[config.mk]
export PLATFORM = sky130hd
export DESIGN_NAME = csi2_tx_byte_top
export DESIGN_NICKNAME = d
export VERILOG_FILES = /design/src/csi2_pkg.sv /design/src/sensor_pkg.sv /design/src/csi2_tx_byte_top.sv /design/src/csi2_lane_sequencer.sv /design/src/csi2_payload_crc.sv /design/src/csi2_header_ecc.sv /design/src/csi2_packet_ctrl.sv
export SDC_FILE = /design/constraint.sdc
export NUM_CORES = 1
export LEC_CHECK = 0
export ABC_AREA = 1
export BUFFER_PORTS_ARGS = -buffer_cell sky130_fd_sc_hd__buf_2
export CORE_AREA = 3 3 155 119
export CTS_CLUSTER_SIZE = 10
export DETAILED_ROUTE_END_ITERATION = 16
export DIE_AREA = 0 0 158 122
export PLACE_DENSITY = 0.53
export SLEW_MARGIN = 20
export SYNTH_ARGS = -nofsm -noshare
export SYNTH_HDL_FRONTEND = slang
export SYNTH_HIERARCHICAL = 1
export SYNTH_SLANG_ARGS = --single-unit
[constraint.sdc]
create_clock -name clock_camera_byte -period 2.1 [get_ports clock_camera_byte]
set_input_delay 0.21 -clock clock_camera_byte [delete_from_list [all_inputs] [get_ports clock_camera_byte]]
set_output_delay 0.21 -clock clock_camera_byte [all_outputs]
set_load 0.03 [all_outputs]
[src/csi2_pkg.sv]
package csi2_pkg;

    localparam logic [5:0] DT_FRAME_START = 6'h00;
    localparam logic [5:0] DT_FRAME_END   = 6'h01;
    localparam logic [5:0] DT_RAW10       = 6'h2B;

    localparam logic [1:0] VIRTUAL_CHANNEL = 2'd0;

    localparam int HEADER_BYTES = 4;  // data id, field lo, field hi, ecc
    localparam int FOOTER_BYTES = 2;  // crc lo, crc hi

    // crc-16 ccitt, reflected form
    localparam logic [15:0] CRC_SEED = 16'hFFFF;
    localparam logic [15:0] CRC_POLY = 16'h8408;

    // hamming parity masks over header bits 23:0, entry n gives ecc bit n
    localparam logic [5:0][23:0] ECC_MASK = {
        24'hEFFC00,
        24'hDF03F0,
        24'hB8E38E,
        24'h749A6D,
        24'hF2555B,
        24'hF12CB7
    };

    // lane sequencer states
    localparam logic [1:0] SEQ_IDLE    = 2'd0;
    localparam logic [1:0] SEQ_HEADER  = 2'd1;
    localparam logic [1:0] SEQ_PAYLOAD = 2'd2;
    localparam logic [1:0] SEQ_FOOTER  = 2'd3;

    typedef union packed {
        logic [15:0] word_count;    // long packets
        logic [15:0] frame_number;  // frame start / end
    } csi2_header_field_u;

    typedef struct packed {
        logic [1:0] vc;
        logic [5:0] dt;
    } csi2_data_id_t;

endpackage

[src/sensor_pkg.sv]
package sensor_pkg;

    // small test sensor, one line of RAW10 pixels
    localparam int SENSOR_X_SIZE = 16;
    localparam int PIXEL_BITS    = 10;

    // payload bytes per line
    localparam logic [15:0] LINE_WORD_COUNT = 16'(SENSOR_X_SIZE * PIXEL_BITS / 8);

    // header is 4 bytes, so the payload waits one cycle longer than that
    localparam int PAYLOAD_DELAY = 5;

endpackage
[src/csi2_tx_byte_top.sv]
`timescale 1ns/1ps

module csi2_tx_byte_top (
    input  logic       clock_camera_byte,
    input  logic       reset_camera_byte_n,

    input  logic       fv_start_i,
    input  logic       fv_end_i,
    input  logic       lv_start_i,
    input  logic       lv_end_i,
    input  logic       byte_en_i,
    input  logic [7:0] byte_data_i,

    output logic [7:0] lane_byte_o,
    output logic       lane_valid_o,
    output logic       packet_start_o,
    output logic       packet_end_o
);

    logic                          header_valid;
    logic                          header_long;
    csi2_pkg::csi2_data_id_t       header_data_id;
    csi2_pkg::csi2_header_field_u  header_field;
    logic [5:0]                    header_ecc;

    logic                          crc_clear;
    logic                          crc_byte_en;
    logic [7:0]                    crc_byte;
    logic [15:0]                   crc_value;

    csi2_packet_ctrl u_csi2_packet_ctrl (
        .clock_camera_byte   (clock_camera_byte),
        .reset_camera_byte_n (reset_camera_byte_n),
        .fv_start_i          (fv_start_i),
        .fv_end_i            (fv_end_i),
        .lv_start_i          (lv_start_i),
        .header_valid_o      (header_valid),
        .header_long_o       (header_long),
        .header_data_id_o    (header_data_id),
        .header_field_o      (header_field)
    );

    csi2_header_ecc u_csi2_header_ecc (
        .data_id_i (header_data_id),
        .field_i   (header_field),
        .ecc_o     (header_ecc)
    );

    csi2_payload_crc u_csi2_payload_crc (
        .clock_camera_byte   (clock_camera_byte),
        .reset_camera_byte_n (reset_camera_byte_n),
        .clear_i             (crc_clear),
        .byte_en_i           (crc_byte_en),
        .byte_i              (crc_byte),
        .crc_o               (crc_value)
    );

    csi2_lane_sequencer u_csi2_lane_sequencer (
        .clock_camera_byte   (clock_camera_byte),
        .reset_camera_byte_n (reset_camera_byte_n),
        .header_valid_i      (header_valid),
        .header_long_i       (header_long),
        .header_data_id_i    (header_data_id),
        .header_field_i      (header_field),
        .header_ecc_i        (header_ecc),
        .byte_en_i           (byte_en_i),
        .byte_data_i         (byte_data_i),
        .lv_end_i            (lv_end_i),
        .crc_i               (crc_value),
        .crc_clear_o         (crc_clear),
        .crc_byte_en_o       (crc_byte_en),
        .crc_byte_o          (crc_byte),
        .lane_byte_o         (lane_byte_o),
        .lane_valid_o        (lane_valid_o),
        .packet_start_o      (packet_start_o),
        .packet_end_o        (packet_end_o)
    );

endmodule

[src/csi2_lane_sequencer.sv]
`timescale 1ns/1ps

module csi2_lane_sequencer (
    input  logic                           clock_camera_byte,
    input  logic                           reset_camera_byte_n,

    input  logic                           header_valid_i,
    input  logic                           header_long_i,
    input  csi2_pkg::csi2_data_id_t        header_data_id_i,
    input  csi2_pkg::csi2_header_field_u   header_field_i,
    input  logic [5:0]                     header_ecc_i,

    input  logic                           byte_en_i,
    input  logic [7:0]                     byte_data_i,
    input  logic                           lv_end_i,

    input  logic [15:0]                    crc_i,
    output logic                           crc_clear_o,
    output logic                           crc_byte_en_o,
    output logic [7:0]                     crc_byte_o,

    output logic [7:0]                     lane_byte_o,
    output logic                           lane_valid_o,
    output logic                           packet_start_o,
    output logic                           packet_end_o
);

    logic [sensor_pkg::PAYLOAD_DELAY-1:0] en_pipe_q;
    logic [sensor_pkg::PAYLOAD_DELAY-1:0] end_pipe_q;
    logic [7:0]  data_pipe_q [sensor_pkg::PAYLOAD_DELAY];

    logic [1:0]  state_q;
    logic [1:0]  idx_q;      // byte index within header or footer
    logic        long_q;
    logic [15:0] field_q;
    logic [5:0]  ecc_q;

    logic        header_start;
    logic        dly_en;
    logic        dly_end;
    logic [7:0]  dly_data;

    assign header_start = (state_q == csi2_pkg::SEQ_IDLE) && header_valid_i;

    assign dly_en   = en_pipe_q[sensor_pkg::PAYLOAD_DELAY-1];
    assign dly_end  = end_pipe_q[sensor_pkg::PAYLOAD_DELAY-1];
    assign dly_data = data_pipe_q[sensor_pkg::PAYLOAD_DELAY-1];

    // payload delay line
    always_ff @(posedge clock_camera_byte or negedge reset_camera_byte_n) begin
        if (!reset_camera_byte_n) begin
            en_pipe_q  <= '0;
            end_pipe_q <= '0;
        end
        else begin
            en_pipe_q  <= {en_pipe_q[sensor_pkg::PAYLOAD_DELAY-2:0], byte_en_i};
            end_pipe_q <= {end_pipe_q[sensor_pkg::PAYLOAD_DELAY-2:0], lv_end_i};
        end
    end

    always_ff @(posedge clock_camera_byte) begin
        data_pipe_q[0] <= byte_data_i;
        for (int i = 1; i < sensor_pkg::PAYLOAD_DELAY; i++) begin
            data_pipe_q[i] <= data_pipe_q[i-1];
        end
    end

    always_ff @(posedge clock_camera_byte or negedge reset_camera_byte_n) begin
        if (!reset_camera_byte_n) begin
            state_q <= csi2_pkg::SEQ_IDLE;
            idx_q   <= 2'd0;
            long_q  <= 1'b0;
        end
        else begin
            case (state_q)
                csi2_pkg::SEQ_IDLE: begin
                    if (header_valid_i) begin
                        state_q <= csi2_pkg::SEQ_HEADER;
                        idx_q   <= 2'd1;  // data id already out
                        long_q  <= header_long_i;
                    end
                end
                csi2_pkg::SEQ_HEADER: begin
                    idx_q <= idx_q + 2'd1;
                    if (idx_q == 2'(csi2_pkg::HEADER_BYTES - 1)) begin
                        state_q <= long_q ? csi2_pkg::SEQ_PAYLOAD : csi2_pkg::SEQ_IDLE;
                    end
                end
                csi2_pkg::SEQ_PAYLOAD: begin
                    if (dly_end) begin
                        state_q <= csi2_pkg::SEQ_FOOTER;
                        idx_q   <= 2'd1;  // crc lo goes out now
                    end
                end
                default: begin
                    idx_q <= idx_q + 2'd1;
                    if (idx_q == 2'(csi2_pkg::FOOTER_BYTES - 1)) begin
                        state_q <= csi2_pkg::SEQ_IDLE;
                    end
                end
            endcase
        end
    end

    always_ff @(posedge clock_camera_byte) begin
        if (header_start) begin
            field_q <= header_field_i;
            ecc_q   <= header_ecc_i;
        end
    end

    always_comb begin
        lane_byte_o    = 8'h00;
        lane_valid_o   = 1'b0;
        packet_start_o = 1'b0;
        packet_end_o   = 1'b0;
        case (state_q)
            csi2_pkg::SEQ_IDLE: begin
                if (header_valid_i) begin
                    lane_byte_o    = header_data_id_i;
                    lane_valid_o   = 1'b1;
                    packet_start_o = 1'b1;
                end
            end
            csi2_pkg::SEQ_HEADER: begin
                lane_valid_o = 1'b1;
                case (idx_q)
                    2'd1:    lane_byte_o = field_q[7:0];
                    2'd2:    lane_byte_o = field_q[15:8];
                    default: lane_byte_o = {2'b00, ecc_q};
                endcase
                packet_end_o = (idx_q == 2'(csi2_pkg::HEADER_BYTES - 1)) && !long_q;
            end
            csi2_pkg::SEQ_PAYLOAD: begin
                if (dly_end) begin
                    lane_byte_o  = crc_i[7:0];
                    lane_valid_o = 1'b1;
                end
                else if (dly_en) begin
                    lane_byte_o  = dly_data;
                    lane_valid_o = 1'b1;
                end
            end
            default: begin
                lane_byte_o  = crc_i[8*idx_q +: 8];
                lane_valid_o = 1'b1;
                packet_end_o = (idx_q == 2'(csi2_pkg::FOOTER_BYTES - 1));
            end
        endcase
    end

    assign crc_clear_o   = header_start && header_long_i;
    assign crc_byte_en_o = (state_q == csi2_pkg::SEQ_PAYLOAD) && dly_en && !dly_end;
    assign crc_byte_o    = dly_data;

endmodule

[src/csi2_payload_crc.sv]
`timescale 1ns/1ps

module csi2_payload_crc (
    input  logic        clock_camera_byte,
    input  logic        reset_camera_byte_n,
    input  logic        clear_i,
    input  logic        byte_en_i,
    input  logic [7:0]  byte_i,
    output logic [15:0] crc_o
);

    logic [15:0] crc_q;

    // one byte, lsb first
    function automatic logic [15:0] crc_step(input logic [15:0] crc, input logic [7:0] data);
        logic [15:0] c;
        c = crc;
        for (int i = 0; i < 8; i++) begin
            if (c[0] ^ data[i]) begin
                c = (c >> 1) ^ csi2_pkg::CRC_POLY;
            end
            else begin
                c = c >> 1;
            end
        end
        return c;
    endfunction

    always_ff @(posedge clock_camera_byte or negedge reset_camera_byte_n) begin
        if (!reset_camera_byte_n) begin
            crc_q <= csi2_pkg::CRC_SEED;
        end
        else if (clear_i) begin
            crc_q <= csi2_pkg::CRC_SEED;  // new long packet
        end
        else if (byte_en_i) begin
            crc_q <= crc_step(crc_q, byte_i);
        end
    end

    assign crc_o = crc_q;

endmodule

[src/csi2_header_ecc.sv]
`timescale 1ns/1ps

module csi2_header_ecc (
    input  csi2_pkg::csi2_data_id_t        data_id_i,
    input  csi2_pkg::csi2_header_field_u   field_i,
    output logic [5:0]                     ecc_o
);

    logic [23:0] header_bits;

    // bits 7:0 data id, 15:8 field lsb, 23:16 field msb
    assign header_bits = {field_i, data_id_i};

    always_comb begin
        for (int i = 0; i < 6; i++) begin
            ecc_o[i] = ^(header_bits & csi2_pkg::ECC_MASK[i]);
        end
    end

endmodule

[src/csi2_packet_ctrl.sv]
`timescale 1ns/1ps

module csi2_packet_ctrl (
    input  logic                           clock_camera_byte,
    input  logic                           reset_camera_byte_n,

    input  logic                           fv_start_i,
    input  logic                           fv_end_i,
    input  logic                           lv_start_i,

    output logic                           header_valid_o,
    output logic                           header_long_o,
    output csi2_pkg::csi2_data_id_t        header_data_id_o,
    output csi2_pkg::csi2_header_field_u   header_field_o
);

    logic [15:0] frame_count_q;  // number for the next frame start

    always_ff @(posedge clock_camera_byte or negedge reset_camera_byte_n) begin
        if (!reset_camera_byte_n) begin
            header_valid_o <= 1'b0;
            header_long_o  <= 1'b0;
            frame_count_q  <= 16'd0;
        end
        else begin
            header_valid_o <= fv_start_i | fv_end_i | lv_start_i;
            header_long_o  <= lv_start_i & ~(fv_start_i | fv_end_i);
            if (fv_start_i) begin
                frame_count_q <= frame_count_q + 16'd1;
            end
        end
    end

    // header contents, qualified by header_valid_o
    always_ff @(posedge clock_camera_byte) begin
        if (fv_start_i) begin
            header_data_id_o.vc         <= csi2_pkg::VIRTUAL_CHANNEL;
            header_data_id_o.dt         <= csi2_pkg::DT_FRAME_START;
            header_field_o.frame_number <= frame_count_q;
        end
        else if (fv_end_i) begin
            header_data_id_o.vc         <= csi2_pkg::VIRTUAL_CHANNEL;
            header_data_id_o.dt         <= csi2_pkg::DT_FRAME_END;
            header_field_o.frame_number <= frame_count_q - 16'd1;  // same as its frame start
        end
        else if (lv_start_i) begin
            header_data_id_o.vc       <= csi2_pkg::VIRTUAL_CHANNEL;
            header_data_id_o.dt       <= csi2_pkg::DT_RAW10;
            header_field_o.word_count <= sensor_pkg::LINE_WORD_COUNT;
        end
    end

endmodule

=== Yosys cells after proc, flatten, opt, wreduce, memory -nomap -nowiden ===
Memories as Yosys holds them, arrays and structs flattened.
Index checks and enable logic that the tools add are counted.
W data, S select, Z words.

* Add/subtract/negate cells: 3
* Equality and inequality tests: 8
* Shift-type cells: 1
* Mux-type cells: 48
* Bitwise operators: 20
* Reduce and logical (&&, ||, !) cells: 23

{| class="wikitable"
|+ Operators by type and width
! cell !! number
|-
| $mux W16 || 27
|-
| $reduce_xor A24 Y1 || 6
|-
| $not A2 Y3 || 8
|-
| $pmux W8 S3 || 1
|-
| $add A16 B1 Y16 const B || 1
|-
| $mux W8 || 2
|-
| $pmux W8 S2 || 1
|-
| $shiftx A16 B6 Y8 || 1
|-
| $sub A16 B1 Y16 const B || 1
|-
| $mux W2 || 6
|-
| $xor A1 B1 Y1 || 8
|-
| $eq A2 B2 Y1 const B || 3
|-
| $mux W1 || 6
|-
| $mux W6 || 1
|-
| $pmux W2 S3 || 1
|-
| $logic_and A1 B1 Y1 || 5
|-
| $eq A2 B1 Y1 const B || 2
|-
| $ne A2 B1 Y1 const B || 2
|-
| $pmux W1 S2 || 2
|-
| $pmux W2 S2 || 1
|-
| $reduce_and A2 Y1 || 2
|-
| $reduce_and A4 Y1 || 1
|-
| $reduce_bool A2 Y1 || 2
|-
| $reduce_bool A4 Y1 || 1
|-
| 9 further kinds || 12
|}

* Register bits after elaboration: 89
* RAM bits: 40
* Input port bits: 15
* Output and inout port bits: 11
* Word-level logic and storage cells: 118
* Memories kept: 1

{| class="wikitable"
|+ Memory list
! name !! words !! width !! read ports !! clocked after Yosys merged registers in !! wr ports !! RTL line !! RTL
|-
| u_csi2_lane_sequencer.data_pipe_q || 5 || 8 || 5 || 0 || 5 || csi2_lane_sequencer.sv:30 || <nowiki>logic [7:0] data_pipe_q [sensor_pkg::PAYLOAD_DELAY];</nowiki>
|}

=== Longest topological paths before layout ===
Gate-level depths: netlist of run 1.

* Word-level depth: 33
* Gate-level depth with buffers: 12

=== By module ===
The synthesis of run 1 kept the hierarchy.

{| class="wikitable"
|+ Modules (own cells, without submodules)
! module !! times used !! cells each !! area an instance (um2)
|-
| csi2_lane_sequencer || 1 || 269 || 2829.0
|-
| csi2_packet_ctrl || 1 || 233 || 1920.6
|-
| csi2_payload_crc || 1 || 137 || 1046.0
|-
| csi2_header_ecc || 1 || 212 || 962.2
|}

=== Least setup slack after synthesis of run 1 ===
OpenSTA, ideal clock, no wires.

* Kind: register -> register
* Start: register u_csi2_lane_sequencer.state_q[1]
* End: register u_csi2_lane_sequencer.ecc_q[0] (enable)
* Arrival: 1.508 ns
* Data required time: 1.715 ns
* Slack: 0.207 ns
* Cell stages (with the launch flop): 6
* Period minus slack after synthesis: 1.893 ns
* Path through: dfrtp_1 > inv_1 > ha_1 > buf_4 > nand2_1 > inv_1

* Word-level cells in the longest chain between the ends: 2

{| class="wikitable"
|+ Ends and longest elaborated chain
! element !! RTL line !! RTL
|-
| start, declared || csi2_lane_sequencer.sv:32 || <nowiki>logic [1:0] state_q;</nowiki>
|-
| start signal, assigned || csi2_lane_sequencer.sv:70 || <nowiki>state_q <= csi2_pkg::SEQ_IDLE;</nowiki>
|-
| start signal, assigned || csi2_lane_sequencer.sv:78 || <nowiki>state_q <= csi2_pkg::SEQ_HEADER;</nowiki>
|-
| start signal, assigned || csi2_lane_sequencer.sv:86 || <nowiki>state_q <= long_q ? csi2_pkg::SEQ_PAYLOAD : csi2_pkg::SEQ_IDLE;</nowiki>
|-
| $logic_not A2 Y1 || csi2_lane_sequencer.sv:43 || <nowiki>assign header_start = (state_q == csi2_pkg::SEQ_IDLE) && header_valid_i;</nowiki>
|-
| $logic_and A1 B1 Y1 || csi2_lane_sequencer.sv:43 ||
|-
| end signal, assigned || csi2_lane_sequencer.sv:108 || <nowiki>ecc_q <= header_ecc_i;</nowiki>
|-
| end, declared || csi2_lane_sequencer.sv:36 || <nowiki>logic [5:0] ecc_q;</nowiki>
|}

Every way passes these cells.
A chain may end at the register's enable or synchronous reset.

=== Worst setup path in the final report of run 1 ===
* Start: register u_csi2_lane_sequencer.idx_q[1]
* End: output lane_byte_o[3]

* Word-level cells in the longest chain between the ends: 3
* Elaborated cells on any way between the ends: 5
* Classes of those cells: 2 x eq/ne; 1 x shift; 2 x mux

{| class="wikitable"
|+ Ends and longest elaborated chain
! element !! RTL line !! RTL
|-
| start, declared || csi2_lane_sequencer.sv:33 || <nowiki>logic [1:0] idx_q;</nowiki>
|-
| start signal, assigned || csi2_lane_sequencer.sv:84 || <nowiki>idx_q <= idx_q + 2'd1;</nowiki>
|-
| start signal, assigned || csi2_lane_sequencer.sv:96 || <nowiki>idx_q <= idx_q + 2'd1;</nowiki>
|-
| parallel branches: the longest is 2 deep, another holds $shiftx A16 B6 Y8 || - ||
|-
| $pmux W8 S3 (*) || csi2_lane_sequencer.sv:117 || <nowiki>case (state_q)</nowiki>
|-
| end, declared || csi2_tx_byte_top.sv:14 || <nowiki>output logic [7:0] lane_byte_o,</nowiki>
|}

Mark *: on every way between the ends.

==> results of run 1 <==
## worst max-delay path by stage
stage          depth (start not counted)                                        to  slack (ns)                                          from
2_1_floorplan                          5  u_csi2_lane_sequencer/ecc_q[0]$_DFFE_PP_        0.21  u_csi2_lane_sequencer/state_q[1]$_DFFE_PN0P_
3_3_place_gp                           9   u_csi2_payload_crc/crc_o[5]$_DFFE_PN1P_        0.27  u_csi2_lane_sequencer/state_q[0]$_DFFE_PN0P_
3_5_place_dp                           9                            lane_byte_o[2]        0.24  u_csi2_lane_sequencer/state_q[0]$_DFFE_PN0P_
4_1_cts                                9                            lane_byte_o[2]       0.003  u_csi2_lane_sequencer/state_q[0]$_DFFE_PN0P_
5_1_grt                                9                            lane_byte_o[2]       -0.10    u_csi2_lane_sequencer/idx_q[0]$_DFFE_PN0P_
6_report                               8                            lane_byte_o[3]       -0.03    u_csi2_lane_sequencer/idx_q[1]$_DFFE_PN0P_
## synth_stat cells, types with 8 or more instances
cell | count | area [µm²]
nand2_2 | 8 | 50.05
buf_4 | 17 | 127.6
o21ai_0 | 15 | 75.07
nand3_1 | 91 | 455.4
o21a_1 | 8 | 60.06
dfrtp_1 | 33 | 825.8
dfxtp_1 | 42 | 840.8
a21oi_1 | 21 | 105.1
nor3_1 | 8 | 40.04
xnor2_1 | 15 | 131.4
inv_1 | 92 | 345.3
edfxtp_1 | 38 | 1141
ha_1 | 9 | 112.6
nor2_1 | 55 | 206.5
xor2_1 | 26 | 227.7
nand2_1 | 285 | 1070
buf_2 | 10 | 50.05
dfstp_2 | 16 | 420.4
## cell families after synthesis
group / share of synthesized area [%]
xor+xnor: 5.795
simple gates: 30.12
buf+inv: 9.091
fa+ha+maj: 1.666
other cells: 0.05549
compound gates: 5.499
flops: 47.77
## worst max-delay path: cells and delay by family, from the launching register on
family	cells	cell delay [ns]
buffers and inverters	2	0.28
AOI/OAI and AO/OA	1	0.17
and+or+nand+nor	4	0.31
adders and majority gates	1	0.29
DFF	1	0.45
## final cells by class
| cell class | instances | area share, % |
|---|---|---|
| clock buffers | 19 | 5.684 |
| multi-input cells | 592 | 38.29 |
| inverters | 100 | 4.839 |
| clock inverters | 13 | 1.409 |
| flip-flops and latches | 129 | 40.43 |
| well taps | 215 | 3.367 |
| repair buffers | 59 | 5.982 |
## power breakdown
part           switching, mW  leakage, nW  total [mW]  internal [mW]
combinational           2.82         2.24        4.63           1.81
clock                   1.25        0.285        2.87           1.63
sequential             0.634         1.30        3.99           3.35
total                   4.70         3.82        11.5           6.79
## per-stage QoR
| step | utilization (%) | instances | power (mW) |
|---|---|---|---|
| after CTS | 46.61 | 1123 | 11.24 |
| after global placement | 41.60 | 1071 | 7.960 |
| after detailed placement | 41.60 | 1071 | 7.964 |
| after floorplan | - | 854 | 6.854 |
| final | 47.34 | 1127 | 11.49 |
| after global routing | 47.34 | 1127 | 12.31 |
## sequential cells by signal, indices dropped and copies added, names as in the netlist
| signal | cells |
|---|---|
| u_csi2_payload_crc/crc_o | 16 |
| u_csi2_packet_ctrl/header_field_o | 16 |
| u_csi2_packet_ctrl/frame_count_q | 16 |
| u_csi2_lane_sequencer/idx_q | 2 |
| u_csi2_lane_sequencer/end_pipe_q | 5 |
| u_csi2_lane_sequencer/data_pipe_q | 40 |
| u_csi2_packet_ctrl/header_valid_o | 1 |
| u_csi2_packet_ctrl/header_data_id_o | 2 |
| u_csi2_lane_sequencer/state_q | 2 |
| u_csi2_lane_sequencer/field_q | 16 |
| u_csi2_lane_sequencer/long_q | 1 |
| u_csi2_lane_sequencer/ecc_q | 6 |
| u_csi2_packet_ctrl/header_long_o | 1 |
| u_csi2_lane_sequencer/en_pipe_q | 5 |
## per-layer routing
| metal | vias to the layer above | global-route usage, % |
|---|---|---|
| li1 | 2785 | - |
| met1 | 2525 | 28.11 |
| met2 | 133 | 23.35 |
| met3 | 13 | 4.474 |
| met4 | 0 | 5.051 |
| met5 | - | 0 |
## what timing repair did
action,in CTS,in global routing
endpoints found under the setup margin,8,10
cloned,1,0
buffers inserted,8,4
gates resized for setup,32,21
hold buffers,11,0
pin swaps,5,6
hold endpoints to repair,30,0
==> run metrics, run 1 <==
number of max-cap violations=0; Worst R2R End=u_csi2_payload_crc/crc_o[4]$_DFFE_PN1P_; DP Worst Slack=between 0.2 and 0.25 ns; synth-to-layout area growth=18.24%; Starting Density=between 40 and 50%; clock slew at reported path FFs=0.06 ns; final setup TNS=-0.03124 ns; io pins=26; leakage=~3.8 nW; Worst Skew=slightly above 0.008 ns; Synthesis Warnings=6; Yosys cell types=42; drt first pass iters=5; RSZ-0062 raised after global routing=yes; # clock sinks=129; Setup crit end kind=output port; Placed Area=7022 µm²; largest net degree at the start of global routing=27; Clock Path Buffers=2; DPL Wire Length=around 12 mm; worst path arrival time=1.92 ns; Post-synth top flop=dfxtp_1; Reg2Reg Setup Slack=0.31 ns; Mapped Cells=~850; initial antenna violation count=0; hold path endpoint=u_csi2_packet_ctrl/header_data_id_o[1]$_SDFFE_PP0P_; Die Span X=~160 µm; Crit Path Max Fanout=7; Synth Cell Area=6758 µm²; Row Count=41; routability cong.=0.8962; CTS tree=yes; hold crit path type=input pin to flip-flop; critical path class=flip-flop to output port; asr flop ratio synth=37.98%; die area=19280 µm²; wire length on met2=6.210 mm; ant diodes=0; vias in the first global route=~5.0k; Clk Latency, worst-skew pair=0.42 ns; Setup-failing EPs final=2; vias per cell=4.841; leading cell type in the layout, fill and taps excluded=nand2_1; Max Used Layer=met4; grt total ovfl=0; # port buffers=25; crit-path cells=ha_4 -> buf_4 -> a21oi_1 -> nand2_1 -> nand3_1 -> nand2_1 -> nand2_1 -> buf_6; Synth Register Bits=129; Register Area=3231 µm²; commonest non-fill, non-tap cells in the layout=nand2_1, inv_1, nand3_1; hold_ws=roughly 0.033 ns; setup ws final=-0.03069 ns; RR Startpoint=u_csi2_lane_sequencer/state_q[0]$_DFFE_PN0P_; number of flops mapped to enable cells by yosys=38; Root Driver=clkbuf_16; die height=122 µm; Final Hold Viols=0; CP max stage delay=0.45 ns; PwrDens=1438 nW/µm²; Max H-tree Level=4; fillers=1610; R2R depth=10; Tcrit/Tclk final=101.5%; violated checks=setup timing; outcome=finished with violations; minimum clock period after layout=about 2.1 ns; global-route wire length before repair=roughly 26 mm; final WL=approximately 16 mm; share of layout cells above drive strength 1=about 17%; Worst VDD drop=0.0005539 V; drt wl/cell=roughly 14 µm; headroom to the max-slew limit=between 50% and 60%; Min-Delay Startpoint=lv_start_i; Critical-path top delay cell=dfrtp_2; total track usage=17.71%; CP Data Required Time=1.89 ns; sequential fraction of the synthesis area=47.77%; CP dominant cell by count=nand2_1; core area=16880 µm²; initial drt markers=408; startpoint types=flip-flop; Avg Cell Area, Syn=7.941 µm²; post-route cell area=about 8000 µm²; antenna-violating nets left=0; Hold Path Depth=3; WL met1=8.665 mm; wire length on met3=907 µm; area of the multi-input gates=a little over 3000 µm²; Slew Limit Fails=0; Num CTS Buffers=17; Worst-Margin Slew=0.6958 ns; f_max=0.4693 GHz; via count=5456; Residual DRC=0; Final nets=923
No activity file was read; power rests on OpenSTA's default activity.
==> run 2: changes to the inputs <==
Settings changed: CORE_AREA 3 3 155 119 to 3 3 134 136, DIE_AREA 0 0 158 122 to 0 0 137 139, PLACE_DENSITY 0.53 to 0.56.
==> run 2 against run 1 <==
Non-clock buffer count fell by 3. The flow now finishes without violations. Largest cell class unchanged. Utilization fell by 0.10 points. Sequential share of layout area fell by 0.32 points. Maximum frequency rose by 2.5%. Critical path type unchanged.
==> run metrics, run 2 (synthesis gave the netlist of run 1 again) <==
Die Span X=137 µm (-13%); CTS tree=yes; Root Driver=clkbuf_16; area of the multi-input gates=3089 µm² (+0.98%); worst path arrival time=1.87 ns (-0.05 ns); final WL=15.35 mm (-3.7%); leakage=3.823 nW (about the same); ant diodes=0 (unchanged); grt total ovfl=0 (unchanged); hold path endpoint=u_csi2_packet_ctrl/header_data_id_o[1]$_SDFFE_PP0P_; wire length on met3=747 µm (-18%); largest net degree at the start of global routing=50 (+85%); drt first pass iters=6 (+1); Biggest register=u_csi2_lane_sequencer/data_pipe_q; global-route wire length before repair=25.17 mm (-3.7%); Reg2Reg Setup Slack=0.20 ns (-0.11 ns); via count=5411 (-0.82%); Net Sw Frac=40.61% (-0.32 points); synth-to-layout area growth=19.24%; die area=19040 µm² (-1.2%); Slew Limit Fails=0 (unchanged); hold crit path type=input pin to flip-flop; number of flip-flops in the largest register=40 (unchanged); # clock sinks=129 (unchanged); Min-Delay Startpoint=lv_start_i; DPL Wire Length=11.17 mm (-4.4%); minimum clock period after layout=2.078 ns (-0.05287 ns); routability cong.=0.8683 (-3.1%); fillers=1658 (+3.0%); outcome=completed; commonest non-fill, non-tap cells in the layout=nand2_1, inv_1, nand3_1; CP Data Required Time=1.89 ns (about the same); hold_ws=0.05669 ns (+0.02397 ns); vias per cell=4.772 (-1.4%); Worst Skew=0.006295 ns (-0.001763 ns); core area=17060 µm² (+1.1%); critical path class=flip-flop to output port; clock share of power=24.6% (-0.4 points); Final Hold Viols=0 (unchanged); Max Used Layer=met4; vias in the first global route=4993 (+0.080%); R2R depth=11 (+1); share of layout cells above drive strength 1=17.60% (+0.83 points); # port buffers=25 (unchanged); Worst VDD drop=0.0008047 V (+45%); wire length on met2=7.142 mm (+15%); P_int=6.763 mW (-0.37%); P_sw=4.625 mW (-1.7%); Row Count=48 (+17%); Residual DRC=0 (unchanged); Reg power frac=35.2% (+0.5 points); Num CTS Buffers=17 (unchanged); initial drt markers=326 (-20%); number of max-cap violations=0 (unchanged); WL met1=7.276 mm (-16%); die height=139 µm (+14%); drt wl/cell=13.54 µm (-4.3%); Tcrit/Tclk final=98.94% (-2.5 points); Final nets=920 (-0.33%); RR Startpoint=u_csi2_lane_sequencer/state_q[1]$_DFFE_PN0P_; clock slew at reported path FFs=0.06 ns (about the same); Crit Path Max Fanout=5 (-2); Register Area=3232 µm² (about the same); Setup-failing EPs final=0 (-2); RSZ-0062 raised after global routing=yes; Hold Path Depth=3 (unchanged); io pins=26 (unchanged); Setup crit end kind=output port; f_max=0.4813 GHz (+2.5%); leading cell type in the layout, fill and taps excluded=nand2_1; Starting Density=39.62% (-0.42 points); Logic pwr share=40.1% (-0.2 points); Max H-tree Level=4 (unchanged); total track usage=16.78% (-0.93 points); PwrDens=1413 nW/µm² (-1.7%); Clk Latency, worst-skew pair=0.41 ns (about the same); Clock Path Buffers=2 (unchanged); startpoint types=flip-flop; initial antenna violation count=0 (unchanged); antenna-violating nets left=0 (unchanged); fin util=47.24% (-0.10 points); Worst R2R End=u_csi2_payload_crc/crc_o[4]$_DFFE_PN1P_
-- run 2: layer usage --
layer,track usage (%),vias to the layer above
li1,-,2783
met1,23.23,2483
met2,26.41,129
met3,4.028,16
met4,4.359,0
met5,0,-
-- run 2: area by class of cell --
cell class,instances,area share (%)
sequential,129,40.11
multi-input combinational,592,38.34
timing repair buffer,56,6.149
clock buffer,18,5.450
inverter,100,4.783
tap,225,3.494
clock inverter,14,1.677
-- run 2: stage by stage --
step | area (µm²) | instances | worst slack, ns | power, mW | TNS [ns]
after floorplan | 6769 | 854 | 0.2067 | 6.854 | 0
after global placement | 7039 | 1080 | 0.2445 | 7.900 | 0
after detailed placement | 7039 | 1080 | 0.2188 | 7.913 | 0
after CTS | 7844 | 1128 | -0.01625 | 11.05 | -0.03920
after global routing | 8058 | 1134 | -0.05535 | 12.26 | -0.3354
final | 8058 | 1134 | 0.02218 | 11.39 | 0
-- run 2: how the worst max path moves through the flow --
stage,startpoint,to,slack (ns),cells past startpoint
after floorplan,u_csi2_lane_sequencer/state_q[1]$_DFFE_PN0P_,u_csi2_lane_sequencer/ecc_q[0]$_DFFE_PP_,0.21,5
after global placement,u_csi2_lane_sequencer/idx_q[0]$_DFFE_PN0P_,lane_byte_o[2],0.24,9
after detailed placement,u_csi2_lane_sequencer/state_q[0]$_DFFE_PN0P_,lane_byte_o[7],0.22,9
after CTS,u_csi2_lane_sequencer/state_q[1]$_DFFE_PN0P_,lane_byte_o[0],-0.02,10
after global routing,u_csi2_lane_sequencer/state_q[1]$_DFFE_PN0P_,lane_byte_o[7],-0.06,9
final,u_csi2_lane_sequencer/state_q[1]$_DFFE_PN0P_,lane_byte_o[7],0.02,9
-- run 2: power by group through the flow --
| stage | combinational [mW] | clock (mW) | sequential (mW) |
|---|---|---|---|
| after detailed placement | 3.88 | 0 | 4.03 |
| after floorplan | 3.10 | 0 | 3.75 |
| after global placement | 3.87 | 0 | 4.03 |
| final | 4.57 | 2.81 | 4.01 |
| after global routing | 5.12 | 3.04 | 4.10 |
| after CTS | 4.17 | 2.89 | 3.99 |
-- run 2: repair_timing --
item | CTS | global route
hold buffers | 11 | 0
setup buffers | 4 | 5
hold endpoints to repair | 43 | 0
cloned | 1 | 1
pin swaps | 1 | 14
gates resized for setup | 26 | 42
setup endpoints to repair | 9 | 11
-- run 2: critical path, stage by stage, from the launching register on --
cell      delay [ns]
dfrtp_2         0.47
buf_6           0.14
ha_4            0.18
buf_8           0.13
nand3_2         0.05
nand2_1         0.05
nand3b_1        0.15
nand2_1         0.08
nand2_2         0.06
buf_6           0.14
